$ cat config.mk
export PLATFORM = sky130hd
export DESIGN_NAME = mdu_top
export DESIGN_NICKNAME = d
export VERILOG_FILES = /design/src/mdu_pkg.sv /design/src/mdu_top.sv /design/src/mdu_ctrl.sv /design/src/mdu_div.sv /design/src/mdu_mul.sv /design/src/mdu_hilo.sv
export SDC_FILE = /design/constraint.sdc
export NUM_CORES = 2
export LEC_CHECK = 0
export BUFFER_PORTS_ARGS = -buffer_cell sky130_fd_sc_hd__buf_2
export CORE_MARGIN = 4
export CORE_UTILIZATION = 35
export DETAILED_ROUTE_END_ITERATION = 16
export PLACE_DENSITY = 0.61
export REMOVE_ABC_BUFFERS = 1
export SYNTH_ARGS = -nofsm -noshare
export SYNTH_HDL_FRONTEND = slang
export SYNTH_SLANG_ARGS = --single-unit
export TNS_END_PERCENT = 50
$ cat constraint.sdc
create_clock -name clk -period 10.3 [get_ports clk]
set_input_delay 0.515 -clock clk [delete_from_list [all_inputs] [get_ports clk]]
set_output_delay 0.515 -clock clk [all_outputs]
set_load 0.05 [all_outputs]
$ cat src/mdu_pkg.sv
`default_nettype none

package mdu_pkg;

    localparam int data_w    = 32;
    localparam int div_steps = 32;
    localparam int div_cnt_w = $clog2(div_steps);

    // counter value on the edge that runs the last shift-subtract step
    localparam logic [div_cnt_w-1:0] div_last = div_cnt_w'(div_steps - 1);

    typedef enum logic [2:0] {
        op_mult  = 3'd0,
        op_multu = 3'd1,
        op_div   = 3'd2,
        op_divu  = 3'd3,
        op_mfhi  = 3'd4,
        op_mflo  = 3'd5,
        op_mthi  = 3'd6,
        op_mtlo  = 3'd7
    } mdu_op_e;

    typedef struct packed {
        mdu_op_e           op;
        logic [data_w-1:0] src1;  // rs holds the dividend or the value to move
        logic [data_w-1:0] src2;  // rt holds the divisor
    } mdu_req_t;

    typedef struct packed {
        logic [data_w-1:0] hi;
        logic [data_w-1:0] lo;
    } mdu_resp_t;

    // write port of the hi/lo pair with its own enable per half
    typedef struct packed {
        logic              we_hi;
        logic              we_lo;
        logic [data_w-1:0] hi;
        logic [data_w-1:0] lo;
    } hilo_wr_t;

endpackage

`default_nettype wire
$ cat src/mdu_top.sv
`default_nettype none

module mdu_top (
    input  logic               clk,
    input  logic               rst,
    input  logic               req_valid,
    input  mdu_pkg::mdu_req_t  req,
    output logic               req_ready,
    output logic               resp_valid,
    output mdu_pkg::mdu_resp_t resp,
    input  logic               resp_ready
);

    logic [mdu_pkg::data_w-1:0]   src1;
    logic [mdu_pkg::data_w-1:0]   src2;
    logic                         mul_start;
    logic                         mul_signed;
    logic [2*mdu_pkg::data_w-1:0] mul_prod;
    logic                         mul_done;
    logic                         div_start;
    logic                         div_signed;
    logic [mdu_pkg::data_w-1:0]   div_quot;
    logic [mdu_pkg::data_w-1:0]   div_rem;
    logic                         div_done;
    mdu_pkg::hilo_wr_t            hilo_wr;
    logic [mdu_pkg::data_w-1:0]   hi;
    logic [mdu_pkg::data_w-1:0]   lo;

    mdu_ctrl mdu_ctrl_i (
        .clk        (clk),
        .rst        (rst),
        .req_valid  (req_valid),
        .req        (req),
        .req_ready  (req_ready),
        .resp_valid (resp_valid),
        .resp       (resp),
        .resp_ready (resp_ready),
        .src1       (src1),
        .src2       (src2),
        .mul_start  (mul_start),
        .mul_signed (mul_signed),
        .mul_prod   (mul_prod),
        .mul_done   (mul_done),
        .div_start  (div_start),
        .div_signed (div_signed),
        .div_quot   (div_quot),
        .div_rem    (div_rem),
        .div_done   (div_done),
        .hilo_wr    (hilo_wr),
        .hi         (hi),
        .lo         (lo)
    );

    mdu_mul mdu_mul_i (
        .clk       (clk),
        .rst       (rst),
        .start     (mul_start),
        .is_signed (mul_signed),
        .a         (src1),
        .b         (src2),
        .prod      (mul_prod),
        .done      (mul_done)
    );

    mdu_div mdu_div_i (
        .clk       (clk),
        .rst       (rst),
        .start     (div_start),
        .is_signed (div_signed),
        .dividend  (src1),
        .divisor   (src2),
        .quot      (div_quot),
        .rem       (div_rem),
        .done      (div_done)
    );

    mdu_hilo mdu_hilo_i (
        .clk (clk),
        .rst (rst),
        .wr  (hilo_wr),
        .hi  (hi),
        .lo  (lo)
    );

endmodule

`default_nettype wire

$ cat src/mdu_ctrl.sv
`default_nettype none

module mdu_ctrl (
    input  logic                         clk,
    input  logic                         rst,
    input  logic                         req_valid,
    input  mdu_pkg::mdu_req_t            req,
    output logic                         req_ready,
    output logic                         resp_valid,
    output mdu_pkg::mdu_resp_t           resp,
    input  logic                         resp_ready,
    output logic [mdu_pkg::data_w-1:0]   src1,
    output logic [mdu_pkg::data_w-1:0]   src2,
    output logic                         mul_start,
    output logic                         mul_signed,
    input  logic [2*mdu_pkg::data_w-1:0] mul_prod,
    input  logic                         mul_done,
    output logic                         div_start,
    output logic                         div_signed,
    input  logic [mdu_pkg::data_w-1:0]   div_quot,
    input  logic [mdu_pkg::data_w-1:0]   div_rem,
    input  logic                         div_done,
    output mdu_pkg::hilo_wr_t            hilo_wr,
    input  logic [mdu_pkg::data_w-1:0]   hi,
    input  logic [mdu_pkg::data_w-1:0]   lo
);

    typedef enum logic [1:0] {
        st_idle,
        st_wait_mul,
        st_wait_div,
        st_respond
    } state_e;

    state_e            state;
    mdu_pkg::mdu_req_t req_q;
    logic              accept;

    assign req_ready  = (state == st_idle);  // one operation in flight
    assign resp_valid = (state == st_respond);
    assign accept     = req_valid && req_ready;

    // operands for both units come from the captured request
    assign src1       = req_q.src1;
    assign src2       = req_q.src2;
    assign mul_signed = (req_q.op == mdu_pkg::op_mult);
    assign div_signed = (req_q.op == mdu_pkg::op_div);

    // hi/lo see no write while responding and hold the response
    assign resp = '{hi: hi, lo: lo};

    always_ff @(posedge clk) begin
        if (accept)
            req_q <= req;
    end

    always_ff @(posedge clk) begin
        if (rst) begin
            state     <= st_idle;
            mul_start <= 1'b0;
            div_start <= 1'b0;
        end else begin
            mul_start <= 1'b0;
            div_start <= 1'b0;
            case (state)
                st_idle: begin
                    if (accept) begin
                        case (req.op)
                            mdu_pkg::op_mult, mdu_pkg::op_multu: begin
                                state     <= st_wait_mul;
                                mul_start <= 1'b1;
                            end
                            mdu_pkg::op_div, mdu_pkg::op_divu: begin
                                state     <= st_wait_div;
                                div_start <= 1'b1;
                            end
                            default: state <= st_respond;  // moves finish at once
                        endcase
                    end
                end
                st_wait_mul: if (mul_done) state <= st_respond;
                st_wait_div: if (div_done) state <= st_respond;
                st_respond:  if (resp_ready) state <= st_idle;
                default:     state <= st_idle;
            endcase
        end
    end

    // move-to writes on the accept edge and results write on done
    always_comb begin
        hilo_wr = '0;
        case (state)
            st_idle: begin
                if (accept && req.op == mdu_pkg::op_mthi) begin
                    hilo_wr.we_hi = 1'b1;
                    hilo_wr.hi    = req.src1;
                end
                if (accept && req.op == mdu_pkg::op_mtlo) begin
                    hilo_wr.we_lo = 1'b1;
                    hilo_wr.lo    = req.src1;
                end
            end
            st_wait_mul: begin
                if (mul_done)
                    hilo_wr = '{we_hi: 1'b1, we_lo: 1'b1, hi: mul_prod[63:32], lo: mul_prod[31:0]};
            end
            st_wait_div: begin
                if (div_done)
                    hilo_wr = '{we_hi: 1'b1, we_lo: 1'b1, hi: div_rem, lo: div_quot};
            end
            default: hilo_wr = '0;
        endcase
    end

    resp_hold: assert property (@(posedge clk) disable iff (rst)
        resp_valid && !resp_ready |=> resp_valid && $stable(resp))
        else $error("response changed under back-pressure");

    mul_done_in_wait: assert property (@(posedge clk) disable iff (rst)
        mul_done |-> state == st_wait_mul)
        else $error("mul_done outside wait_mul");

    div_done_in_wait: assert property (@(posedge clk) disable iff (rst)
        div_done |-> state == st_wait_div)
        else $error("div_done outside wait_div");

endmodule

`default_nettype wire

$ cat src/mdu_div.sv
`default_nettype none

module mdu_div (
    input  logic                       clk,
    input  logic                       rst,
    input  logic                       start,
    input  logic                       is_signed,
    input  logic [mdu_pkg::data_w-1:0] dividend,
    input  logic [mdu_pkg::data_w-1:0] divisor,
    output logic [mdu_pkg::data_w-1:0] quot,
    output logic [mdu_pkg::data_w-1:0] rem,
    output logic                       done
);

    logic                           busy;
    logic                           fix;      // sign-fix cycle
    logic [mdu_pkg::div_cnt_w-1:0]  cnt;
    logic [2*mdu_pkg::data_w-1:0]   acc;      // {partial remainder, quotient}
    logic [mdu_pkg::data_w-1:0]     dvs;
    logic [mdu_pkg::data_w-1:0]     dvd;
    logic                           neg_q;
    logic                           neg_r;
    logic                           by_zero;
    logic [mdu_pkg::data_w-1:0]     a_abs;
    logic [mdu_pkg::data_w-1:0]     b_abs;

    // one restoring step shifts in the next dividend bit and subtracts if it fits
    function automatic logic [2*mdu_pkg::data_w-1:0] div_step(
        input logic [2*mdu_pkg::data_w-1:0] cur,
        input logic [mdu_pkg::data_w-1:0]   d
    );
        logic [mdu_pkg::data_w:0] part;
        logic [mdu_pkg::data_w:0] diff;
        part = cur[2*mdu_pkg::data_w-1:mdu_pkg::data_w-1];
        diff = part - {1'b0, d};
        if (diff[mdu_pkg::data_w])
            return {part[mdu_pkg::data_w-1:0], cur[mdu_pkg::data_w-2:0], 1'b0};
        return {diff[mdu_pkg::data_w-1:0], cur[mdu_pkg::data_w-2:0], 1'b1};
    endfunction

    assign a_abs = (is_signed && dividend[mdu_pkg::data_w-1]) ? -dividend : dividend;
    assign b_abs = (is_signed && divisor[mdu_pkg::data_w-1])  ? -divisor  : divisor;

    always_ff @(posedge clk) begin
        if (rst) begin
            busy <= 1'b0;
            fix  <= 1'b0;
            done <= 1'b0;
        end else begin
            done <= fix;
            if (start) begin
                busy <= 1'b1;
            end else if (fix) begin
                busy <= 1'b0;
                fix  <= 1'b0;
            end else if (busy && cnt == mdu_pkg::div_last) begin
                fix <= 1'b1;  // last step runs on this edge
            end
        end
    end

    always_ff @(posedge clk) begin
        if (start) begin
            // first step is taken while loading
            acc     <= div_step({{mdu_pkg::data_w{1'b0}}, a_abs}, b_abs);
            dvs     <= b_abs;
            dvd     <= dividend;
            neg_q   <= is_signed && (dividend[mdu_pkg::data_w-1] != divisor[mdu_pkg::data_w-1]);
            neg_r   <= is_signed && dividend[mdu_pkg::data_w-1];
            by_zero <= (divisor == '0);
            cnt     <= 'd1;
        end else if (busy && !fix) begin
            acc <= div_step(acc, dvs);
            cnt <= cnt + 1'b1;
        end
        if (fix) begin
            if (by_zero) begin
                quot <= '1;
                rem  <= dvd;
            end else begin
                quot <= neg_q ? -acc[mdu_pkg::data_w-1:0] : acc[mdu_pkg::data_w-1:0];
                rem  <= neg_r ? -acc[2*mdu_pkg::data_w-1:mdu_pkg::data_w]
                              : acc[2*mdu_pkg::data_w-1:mdu_pkg::data_w];
            end
        end
    end

    no_start_when_busy: assert property (@(posedge clk) disable iff (rst)
        start |-> !busy)
        else $error("divider started while busy");

endmodule

`default_nettype wire

$ cat src/mdu_mul.sv
`default_nettype none

module mdu_mul (
    input  logic                         clk,
    input  logic                         rst,
    input  logic                         start,
    input  logic                         is_signed,
    input  logic [mdu_pkg::data_w-1:0]   a,
    input  logic [mdu_pkg::data_w-1:0]   b,
    output logic [2*mdu_pkg::data_w-1:0] prod,
    output logic                         done
);

    logic                                stage1;  // operands valid in stage one
    logic signed [mdu_pkg::data_w:0]     a_ext;
    logic signed [mdu_pkg::data_w:0]     b_ext;
    logic signed [2*mdu_pkg::data_w+1:0] full;

    // one extra bit makes a single signed multiply cover both flavours
    assign full = a_ext * b_ext;

    always_ff @(posedge clk) begin
        if (rst) begin
            stage1 <= 1'b0;
            done   <= 1'b0;
        end else begin
            stage1 <= start;
            done   <= stage1;
        end
    end

    always_ff @(posedge clk) begin
        if (start) begin
            a_ext <= {is_signed && a[mdu_pkg::data_w-1], a};
            b_ext <= {is_signed && b[mdu_pkg::data_w-1], b};
        end
        if (stage1)
            prod <= full[2*mdu_pkg::data_w-1:0];
    end

endmodule

`default_nettype wire

$ cat src/mdu_hilo.sv
`default_nettype none

module mdu_hilo (
    input  logic                       clk,
    input  logic                       rst,
    input  mdu_pkg::hilo_wr_t          wr,
    output logic [mdu_pkg::data_w-1:0] hi,
    output logic [mdu_pkg::data_w-1:0] lo
);

    logic [mdu_pkg::data_w-1:0] hi_q;
    logic [mdu_pkg::data_w-1:0] lo_q;

    always_ff @(posedge clk) begin
        if (rst) begin
            hi_q <= '0;
            lo_q <= '0;
        end else begin
            if (wr.we_hi)
                hi_q <= wr.hi;
            if (wr.we_lo)  // mthi leaves lo alone
                lo_q <= wr.lo;
        end
    end

    assign hi = hi_q;
    assign lo = lo_q;

endmodule

`default_nettype wire

==> flow_summary.ini <==
[cells_and_area]
layout_common_cells = inv_1 (1146), fa_1 (1126), nand2_1 (722)
post-route-cell-area_um2 = 64100
drive_gt1_share_pct = 6.10
final_nets = 7332
fin_cells = 8123
layout_commonest_cell = inv_1
syn2layout_area_growth_pct = 8.05

[synthesis]
synth_cells = 5883
synth_compound_area_share_pct = 7.18
postSynthRegisterBits = 470
synthSimpleGateAreaFrac_pct = 13.9
yosys_warnings = 0
netlist_area_um2 = 59300
syn_avg_cell_area_um2 = 10.1
synthAdderAreaFrac_pct = 43.4
synth_xor_xnor_area_share_pct = 3.28
synth_flop_cell = edfxtp_1
synth_seq_area_share_pct = 22.5
ys_types = 83
synth_mux_area_share_pct = 0.517
synth_edf_count = 392
synth_top_family_by_area = adder cells
async_reset_ff_share_pct = 0

[die]
design.core.area_um2 = 168000
start_util_pct = 35.4
io_pins = 137
dieHeight_um = 420
rows = 150
die_x_um = 420
dieArea_um2 = 176000

[clock_network]
numCtsBuffers = 49
hold_buffers = 0
htree_levels = 2
cts_max_path_buffers = 3
post-cts-setup-buffers = 0
cts_tree = built
path_clk_slew_ns = 0.07
cts.sink_count = 470
clockRootBuffer = clkbuf_16
cts_resized = 0
insertion_delay_ns = 0.62

[critical_path]
max_stage_delay_ns = 1.00
worstPathRequired_ns = 10.66
crit_type = reg2reg
cp_slowest_cell = edfxtp_1
path_buf_inv = 7
cp_max_fo = 23
cp.arrival_ns = 9.64
start_kind = register
end_kind = register
cp_top_family = adder cells
path_common_cell = fa_1

[timing]
worst_slack_ns = 1.02
tightest_slew_ns = 1.22
maxSlewViolCount = 0
period_needed_ns = 9.28
setup_viol = 0
fin_crit_sh_pct = 90.1
rsz0062_at_grt = false
finalHoldViolations = 0
slew_headroom_pct = 18.6
fin_worst_skew_ns = 0.0287
timing.setup.tns_ns = 0
fmax_ghz = 0.108

[grt]
grt_overflow = 0
grt_pass1_vias = 44400
grt_max_degree = 74
grt.total_usage_pct = 20.2
grt_pass1_wl_um = 273000
antenna_found_initial = 3

[place]
placed_cell_area_um2 = 62500
routabilityCongestion = 0.918
dp_slack_ns = 1.16
io_buffers = 136
dp.cells = 8031
dp_hpwl_um = 140000

[run]
drv_cap = 0

[drt]
drt_first_pass_iters = 9
wl_per_cell_um = 21.7
antenna_left = 0
drt_iter0_markers = 3878
vias = 41800
via_per_inst = 5.15
routed_wl_um = 176000
drcViolationCount = 0

[hold_path]
holdCritPathClass = in2reg

[run_status]
status = finished, final reports clean
-- cell usage after synthesis, drive strengths merged (16+ instances only) --
master / count / area share [%]
a211oi: 68 / 0.86
a21o: 42 / 0.53
a21oi: 163 / 1.4
a222oi: 64 / 1.1
a31oi: 19 / 0.21
and2: 533 / 5.6
clkbuf: 298 / 1.9
dfxtp: 78 / 2.6
edfxtp: 392 / 20
fa: 1126 / 38
ha: 257 / 5.4
inv: 1149 / 7.3
mux2i: 25 / 0.42
nand2: 723 / 4.6
nand2b: 25 / 0.26
nand3: 35 / 0.30
nand4: 16 / 0.17
nor2: 213 / 1.3
nor2b: 17 / 0.18
nor3: 38 / 0.33
o21a: 21 / 0.27
o21ai: 133 / 1.1
o31ai: 32 / 0.41
o41ai: 16 / 0.24
or3: 23 / 0.24
xnor2: 122 / 1.8
xor2: 99 / 1.5
-- cell type report --
type                    instances  area (um2)
fillers                     16500      104000
multi-input cells            3956       40500
flip-flops and latches        470       13300
inverters                    1150        4320
well taps                    2204        2760
repair buffers                251        1540
clock buffers                  59        1270
clock inverters                31         312
diodes                          2        5.00
-- registers in the layout (all words and copies together), names as in the netlist, 32 cells and up --
signal and cells:
mdu_div_i.acc 64, mdu_mul_i.prod 64, mdu_mul_i.a_ext 33, mdu_mul_i.b_ext 33
mdu_ctrl_i.src1 32, mdu_ctrl_i.src2 32, mdu_div_i.dvd 32, mdu_div_i.dvs 32
mdu_div_i.quot 32, mdu_div_i.rem 32, mdu_hilo_i.hi 32, mdu_hilo_i.lo 32
-- cells by family (layout without fill, tap and decap cells) --
family                     after synthesis  count (layout)
adders and majority gates             1383            1383
other                                    0               2
xor gates and xnor gates               221             221
and+or+nand+nor                       1689            1689
muxes                                   30              30
AOI/OAI and AO/OA                      633             633
buffers and inverters                 1457            1491
DFF                                    470             470
-- path summary, 6_finish.rpt --
path / startpoint / to / slack, ns / depth (start not counted)
hold reg to reg: mdu_hilo_i.lo[16] / mdu_hilo_i.lo[16] / 0.49 / 2
hold / removal: req[23] / mdu_ctrl_i.src2[23] / 0.07 / 1
setup reg to reg: mdu_mul_i.b_ext[16] / mdu_mul_i.prod[52] / 1.02 / 27
setup / recovery: mdu_mul_i.b_ext[16] / mdu_mul_i.prod[52] / 1.02 / 27
-- metrics by stage --
stage | util (%) | hold WS, ns
2_1_floorplan | - | 0.451
3_3_place_gp | 37.2 | 0.486
3_5_place_dp | 37.2 | 0.488
4_1_cts | 38.2 | 0.0290
5_1_grt | 38.2 | 0.0366
6_report | 38.2 | 0.0660
-- layer usage --
metal | up-vias | track usage (%) | wire (um)
met2 | 1558 | 33.8 | 84300
met1 | 21800 | 28.0 | 75000
met4 | 0 | 5.41 | 5410
met3 | 246 | 2.44 | 11600
met5 | - | 0 | 0
li1 | 18300 | - | -
Power is left out: the tool's default activity adds up to more than one toggle a clock period on the data nets, which glitch-free logic cannot reach.
